[src/lpi_defs.svh]
`ifndef LPI_DEFS_SVH
`define LPI_DEFS_SVH

// Local port and peripheral bus widths
`define LPI_ADDR_W 12
`define LPI_DATA_W 32
`define LPI_STRB_W 4

// Request word: opcode, last, address, write data, strobes
`define LPI_QDATA_W (2 + `LPI_ADDR_W + `LPI_DATA_W + `LPI_STRB_W)

// Response word: last, response code, read data
`define LPI_YDATA_W (2 + `LPI_DATA_W)

// Register bank map, word registers from address 0
`define REG_COUNT 16
`define HANG_ADDR 12'h3FC

// ACCESS cycles allowed before the bridge gives up
`define ACCESS_TIMEOUT 8

`endif

[src/lpi_pkg.sv]
`default_nettype none

package lpi_pkg;

  // Bridge walk per beat
  typedef enum logic [1:0]
  {
    IDLE,
    SETUP,
    ACCESS
  } bridge_state_e;

  // Opcode field of the request word
  typedef enum logic
  {
    OP_READ,
    OP_WRITE
  } lpi_opcode_e;

  // Response code field of the response word
  typedef enum logic
  {
    RESP_OKAY,
    RESP_SLVERR
  } resp_code_e;

endpackage

`default_nettype wire

[src/pbus_if.sv]
`default_nettype none
`include "lpi_defs.svh"

interface pbus_if;

  // Select and enable phases
  logic                     psel;
  logic                     penable;

  // Access control and write payload
  logic                     pwrite;
  logic [`LPI_ADDR_W-1:0]   paddr;
  logic [`LPI_DATA_W-1:0]   pwdata;
  logic [`LPI_STRB_W-1:0]   pstrb;

  // Completion from the slave
  logic [`LPI_DATA_W-1:0]   prdata;
  logic                     pready;
  logic                     pslverr;

  // Bridge side
  modport master
  (
    output psel, penable, pwrite, paddr, pwdata, pstrb,
    input  prdata, pready, pslverr
  );

  // Register bank side
  modport slave
  (
    input  psel, penable, pwrite, paddr, pwdata, pstrb,
    output prdata, pready, pslverr
  );

endinterface

`default_nettype wire

[src/access_timer.sv]
`default_nettype none
`include "lpi_defs.svh"

module access_timer
(
  input  wire   rvx_port_13,
  input  wire   rvx_port_24,
  input  wire   run,
  output logic  expired
);

  localparam int CNT_W = $clog2(`ACCESS_TIMEOUT + 1);

  // Count value in the final allowed ACCESS cycle
  localparam logic [CNT_W-1:0] LAST_CNT = CNT_W'(`ACCESS_TIMEOUT - 1);

  // Completed ACCESS cycles of the current access
  logic [CNT_W-1:0] count_q;

  // **************************************************
  // Cycle counter
  // **************************************************

  always_ff @(posedge rvx_port_13 or negedge rvx_port_24)
  begin
    if (!rvx_port_24)
      count_q <= '0;
    else if (!run)
      count_q <= '0;
    else if (count_q != LAST_CNT)
      // Saturates so a stuck run never wraps
      count_q <= count_q + 1'b1;
  end

  // Current ACCESS cycle number is count_q + 1
  // Expiry lands on the ACCESS_TIMEOUT-th one
  assign expired = run && (count_q == LAST_CNT);

endmodule

`default_nettype wire

[src/lpi_pbus_top.sv]
`default_nettype none
`include "lpi_defs.svh"

module lpi_pbus_top
(
  input  wire                      rvx_port_13,
  input  wire                      rvx_port_24,

  // Request side
  input  wire                      q_valid,
  output wire                      q_ready,
  input  wire  [`LPI_QDATA_W-1:0]  q_data,

  // Response side
  output wire                      y_valid,
  input  wire                      y_ready,
  output wire  [`LPI_YDATA_W-1:0]  y_data
);

  // Bridge to timer
  wire timer_run;
  wire timer_expired;

  // **************************************************
  // Bus between bridge and bank
  // **************************************************

  pbus_if bus ();

  // Local port to bus bridge
  pbus_bridge_fsm u_fsm
  (
    .rvx_port_13   (rvx_port_13),
    .rvx_port_24   (rvx_port_24),
    .q_valid       (q_valid),
    .q_ready       (q_ready),
    .q_data        (q_data),
    .y_valid       (y_valid),
    .y_ready       (y_ready),
    .y_data        (y_data),
    .bus           (bus.master),
    .timer_run     (timer_run),
    .timer_expired (timer_expired)
  );

  // Hung access guard
  access_timer u_timer
  (
    .rvx_port_13 (rvx_port_13),
    .rvx_port_24 (rvx_port_24),
    .run         (timer_run),
    .expired     (timer_expired)
  );

  // Single slave on the bus
  pbus_reg_bank u_bank
  (
    .rvx_port_13 (rvx_port_13),
    .rvx_port_24 (rvx_port_24),
    .bus         (bus.slave)
  );

endmodule

`default_nettype wire

[src/pbus_bridge_fsm.sv]
`default_nettype none
`include "lpi_defs.svh"

module pbus_bridge_fsm
  import lpi_pkg::*;
(
  input  wire                      rvx_port_13,
  input  wire                      rvx_port_24,

  // Request side
  input  wire                      q_valid,
  output logic                     q_ready,
  input  wire  [`LPI_QDATA_W-1:0]  q_data,

  // Response side
  output logic                     y_valid,
  input  wire                      y_ready,
  output logic [`LPI_YDATA_W-1:0]  y_data,

  // Peripheral bus
  pbus_if.master                   bus,

  // Access timer
  output logic                     timer_run,
  input  wire                      timer_expired
);

  bridge_state_e            state_q;
  bridge_state_e            state_d;
  logic                     sticky_err_q;

  // Request fields
  logic                     req_op_bit;
  lpi_opcode_e              req_op;
  logic                     req_last;
  logic [`LPI_ADDR_W-1:0]   req_addr;
  logic [`LPI_DATA_W-1:0]   req_wdata;
  logic [`LPI_STRB_W-1:0]   req_strb;

  logic                     resp_due;
  logic                     start;
  logic                     done;
  logic                     beat_err;
  logic                     merged_err;
  resp_code_e               resp_code;
  logic [`LPI_DATA_W-1:0]   rd_data;

  // **************************************************
  // Request unpacking onto the bus
  // **************************************************

  // Source holds the word until transfer, so bus fields stay stable
  assign {req_op_bit, req_last, req_addr, req_wdata, req_strb} = q_data;
  assign req_op = lpi_opcode_e'(req_op_bit);

  assign bus.pwrite  = (req_op == OP_WRITE);
  assign bus.paddr   = req_addr;
  assign bus.pwdata  = req_wdata;
  assign bus.pstrb   = req_strb;
  assign bus.psel    = (state_q == SETUP) || (state_q == ACCESS);
  assign bus.penable = (state_q == ACCESS);

  // **************************************************
  // Start and completion
  // **************************************************

  // Reads answer every beat, writes only on the last one
  assign resp_due = (req_op == OP_READ) || req_last;

  // Hold off while the response side could not take the answer
  assign start = (state_q == IDLE) && q_valid && (y_ready || !resp_due);

  // Slave finished, or the timer gave up on it
  assign done = (state_q == ACCESS) && (bus.pready || timer_expired);

  assign timer_run = (state_q == ACCESS);

  always_comb
  begin
    state_d = state_q;
    case (state_q)
      IDLE:
        if (start)
          state_d = SETUP;
      SETUP:
        state_d = ACCESS;
      ACCESS:
        if (done)
          state_d = IDLE;
      default:
        state_d = IDLE;
    endcase
  end

  always_ff @(posedge rvx_port_13 or negedge rvx_port_24)
  begin
    if (!rvx_port_24)
      state_q <= IDLE;
    else
      state_q <= state_d;
  end

  // **************************************************
  // Burst error and response word
  // **************************************************

  assign beat_err = bus.pslverr || timer_expired;

  // Last beat reports everything seen in the burst
  assign merged_err = req_last ? (sticky_err_q || beat_err) : beat_err;
  assign resp_code  = merged_err ? RESP_SLVERR : RESP_OKAY;

  // Timed out access has no valid data
  assign rd_data = timer_expired ? '0 : bus.prdata;

  // Folds failing non-last beats, cleared when the burst closes
  always_ff @(posedge rvx_port_13 or negedge rvx_port_24)
  begin
    if (!rvx_port_24)
      sticky_err_q <= 1'b0;
    else if (done)
    begin
      if (req_last)
        sticky_err_q <= 1'b0;
      else
        sticky_err_q <= sticky_err_q || beat_err;
    end
  end

  // Request accepted and response offered in the done cycle
  assign q_ready = done;
  assign y_valid = done && resp_due;
  assign y_data  = {req_last, resp_code, rd_data};

endmodule

`default_nettype wire

[src/pbus_reg_bank.sv]
`default_nettype none
`include "lpi_defs.svh"

module pbus_reg_bank
(
  input  wire     rvx_port_13,
  input  wire     rvx_port_24,
  pbus_if.slave   bus
);

  localparam int IDX_W = $clog2(`REG_COUNT);

  logic [`LPI_DATA_W-1:0]  regs_q [`REG_COUNT];
  logic                    wait_q;

  logic                    access;
  logic                    mapped;
  logic                    hang;
  logic                    odd_word;
  logic                    wr_en;
  logic [IDX_W-1:0]        idx;

  // **************************************************
  // Address decode
  // **************************************************

  assign access = bus.psel && bus.penable;

  // Word address, byte offset ignored
  assign mapped   = (bus.paddr[`LPI_ADDR_W-1:2] < `REG_COUNT);
  assign idx      = bus.paddr[2 +: IDX_W];
  assign odd_word = bus.paddr[2];

  // Address that is never completed
  assign hang = (bus.paddr == `HANG_ADDR);

  // **************************************************
  // Completion and wait states
  // **************************************************

  // Odd words take one extra ACCESS cycle
  // Unmapped ones answer at once with an error
  assign bus.pready  = access && (mapped ? (!odd_word || wait_q) : !hang);
  assign bus.pslverr = access && !mapped && !hang;

  always_ff @(posedge rvx_port_13 or negedge rvx_port_24)
  begin
    if (!rvx_port_24)
      wait_q <= 1'b0;
    else
      // Set in the first ACCESS cycle of an odd word, dropped after
      wait_q <= access && mapped && odd_word && !wait_q;
  end

  // **************************************************
  // Register storage
  // **************************************************

  assign bus.prdata = mapped ? regs_q[idx] : '0;

  assign wr_en = bus.pready && bus.pwrite && mapped;

  always_ff @(posedge rvx_port_13 or negedge rvx_port_24)
  begin
    if (!rvx_port_24)
    begin
      for (int i = 0; i < `REG_COUNT; i++)
        regs_q[i] <= '0;
    end
    else if (wr_en)
    begin
      // Only strobed bytes change
      for (int b = 0; b < `LPI_STRB_W; b++)
      begin
        if (bus.pstrb[b])
          regs_q[idx][8*b +: 8] <= bus.pwdata[8*b +: 8];
      end
    end
  end

endmodule

`default_nettype wire
[config.mk]
export PLATFORM = sky130hd
export DESIGN_NAME = lpi_pbus_top
export DESIGN_NICKNAME = d
export VERILOG_FILES = /design/src/lpi_pkg.sv /design/src/pbus_if.sv /design/src/access_timer.sv /design/src/lpi_pbus_top.sv /design/src/pbus_bridge_fsm.sv /design/src/pbus_reg_bank.sv
export VERILOG_INCLUDE_DIRS = /design/src
export SDC_FILE = /design/constraint.sdc
export NUM_CORES = 1
export LEC_CHECK = 0
export ABC_AREA = 0
export BUFFER_PORTS_ARGS = -buffer_cell sky130_fd_sc_hd__buf_2
export CELL_PAD_IN_SITES_DETAIL_PLACEMENT = 0
export CELL_PAD_IN_SITES_GLOBAL_PLACEMENT = 1
export CORE_ASPECT_RATIO = 1.25
export CORE_UTILIZATION = 50
export DETAILED_ROUTE_END_ITERATION = 7
export PLACE_DENSITY = 0.85
export SYNTH_ARGS = -nofsm -noshare
export SYNTH_HDL_FRONTEND = slang
export SYNTH_SLANG_ARGS = --single-unit
export TNS_END_PERCENT = 20
[constraint.sdc]
create_clock -name rvx_port_13 -period 3.8 [get_ports rvx_port_13]
set_input_delay 0 -clock rvx_port_13 [delete_from_list [all_inputs] [get_ports rvx_port_13]]
set_output_delay 0 -clock rvx_port_13 [all_outputs]
set_load 0.01 [all_outputs]
==> impl_metrics.toml <==
[outcome]
status = "complete, no violations"

[floorplan]
core_sq_um = 47330
die-area_sq_um = 49050
floorplan.initialDensity_pct = 50.88
dieHeight_um = 247.4
rows = 89
die_x_um = 198.3
io_pins = 90

[final_layout]
drive_gt1_share_pct = 53.28
final_cell_mix = "dfrtp_1 (520), mux2_2 (503), mux4_2 (128)"
final_common_cell = "dfrtp_1"
nets = 1661
final_util_pct = 57.36
area_delta_synth_final_pct = 12.72
fillerInstances = 3675
antenna-diode-count = 0

[place]
post-place-ws_ps = 1059
gp_congestion = 0.7758
portBuffers = 89
hpwl_um = 33740

[yosys]
netlist_area_sq_um = 24080
synth_top_area_share_pct = 54.03
synthCells = 1507
synth-seq-cells = 520
synthArstFlopShare_pct = 100.0
syn_area_per_cell_sq_um = 15.98
synthFlopType = "dfrtp_1"
seq_area_frac_synth_pct = 54.03
ys_top_cells_by_area = "dfrtp_1 (54%), mux2_2 (24%), mux4_2 (12%)"
syn-num-nets = 1562
yosys_warnings = 0
synth_enable_flop_cells = 0
synth_area_leader_cell = "dfrtp_1"
synth_cell_types = 49

[timing]
hold-worst-slack_ps = 19.02
fin_crit_ps = 3353
layout_setup_ws_ps = 447.2
tightest_slew_ps = 959.4
fmax_mhz = 298.3
timing.final.max_slew_violations = 0
fin_worst_skew_ps = 18.04
slew-limit-headroom_pct = 36.04
tns_ps = 0
setup_violations = 0
rsz0062_at_grt = "no"
fin_crit_sh_pct = 88.23
hold_violations = 0

[route]
wl_per_cell_um = 23.66
first_iter_violations = 638
wl_um = 53970
via_per_inst = 5.955
dr.pass1.iters = 5
vias = 13580
antenna_left = 0
drcViolationCount = 0

[clock_tree]
numCtsBuffers = 49
clock_path_buffers = 3
clock_latency_ps = 570
root_buffer = "clkbuf_16"
cts_tree = "built"
cts.sinks = 520
clk_pin_slew_ps = 60
ctsHtreeMaxLevel = 2
ctsResizeCount = 0

[global_routing]
track_usage_pct = 23.18
grt_pass1_vias = 15080
grt_start_max_net_pins = 119
antenna_found_initial = 1
overflow = 0
grt_pass1_wl_um = 86480

[min_path]
worstHoldPathType = "in -> reg"
hp-start = "q_data[37]"
whs_endpoint = "u_fsm.state_q[1]"
hold_depth = 5

[power_and_ir_drop]
leakagePower_nw = 13.20
peakVddDrop_v = 0.0002952
p_per_area_nw_per_um2 = 401.5

[flow_run]
cap_violations = 0

[critical_path]
crit_fanout = 32
r2r_cells = 5
crit_type = "reg -> out"
crit_path_start_kind = "register"
critPathRequiredTime_ps = 3800
r2r_end = "u_bank.regs_q[247]"
crit_arrival_ps = 3350
reg2reg_from = "u_fsm.state_q[0]"
end_kind = "output port"
ff2ff_setup_slack_ps = 1080
-- cells in the mapped netlist (4+ instances only) --
cell,n
and2_1,8
nand4_1,9
nand3_1,7
and4_1,7
nand2_1,20
nor2_2,29
nand4_4,10
mux2i_1,65
mux2_4,8
buf_4,4
dfrtp_1,520
mux4_2,128
clkbuf_1,76
nor2b_1,5
o22ai_1,32
nor2_1,6
buf_2,17
o21ai_0,5
mux2_2,503
buf_1,4
-- through the flow --
step	power (mW)	cells	area, sq um
3_3_place_gp	6.150	2153	25170
3_5_place_dp	6.162	2153	25170
2_1_floorplan	5.909	1507	24080
5_1_grt	11.27	2281	27140
6_report	10.90	2281	27140
4_1_cts	11.01	2281	27140
-- worst max-delay path by stage --
stage	slack, ps	endpoint	start	cells after the start
6_report	450	y_data[26]	u_timer.count_q[0]	6
5_1_grt	300	y_data[26]	u_timer.count_q[0]	6
4_1_cts	450	y_data[26]	u_timer.count_q[0]	6
3_5_place_dp	1060	y_data[26]	u_timer.count_q[0]	6
3_3_place_gp	1120	y_data[3]	u_timer.count_q[0]	6
2_1_floorplan	1900	u_bank.regs_q[56]	u_fsm.state_q[0]	6
-- kinds of logic after synthesis --
group           share of synthesized area [%]
xor+xnor                              0.07275
compound gates                          1.122
simple gates                            4.094
buf+inv                                 1.886
fa+ha+maj                             0.05195
flops                                   54.03
mux                                     38.74
-- report_power, final --
part | internal (mW) | switching (mW) | leakage [nW] | total (mW)
combinational | 0.165 | 0.361 | 5.16 | 0.526
clock | 2.77 | 2.04 | 0.780 | 4.82
sequential | 5.55 | 0.00762 | 7.26 | 5.55
total | 8.49 | 2.41 | 13.2 | 10.9
-- repair_timing --
item,in CTS,in global routing
hold buffers,39,0
buffers inserted,0,0
hold endpoints to repair,627,0
-- critical path: stages, from the launching register on --
cell      delay, ps
dfrtp_1         410
ha_1            230
nand3b_1        330
nor2_1          100
or4_2          1050
o22ai_1         440
buf_2           200
-- registers in the layout, summed over array words and instances, names as in the netlist --
signal / flops
u_bank.regs_q: 512
u_timer.count_q: 4
u_fsm.sticky_err_q: 1
u_bank.wait_q: 1
u_fsm.state_q: 2
-- per-layer routing --
layer	track usage, %	part of all wire, %
met1	30.21	42
met4	8.117	3.1
met3	2.976	3.6
met5	0	0.032
met2	39.98	52
-- area by class of cell --
cell class	instances	area [sq um]	area share [%]
timing repair buffer	151	1112	4.098
clock inverter	13	121.4	0.4471
sequential	520	13010	47.94
inverter	2	7.507	0.02766
multi-input combinational	882	10630	39.17
clock buffer	76	1460	5.379
tap	637	797.0	2.936
Power figures use the tool's default switching activity.
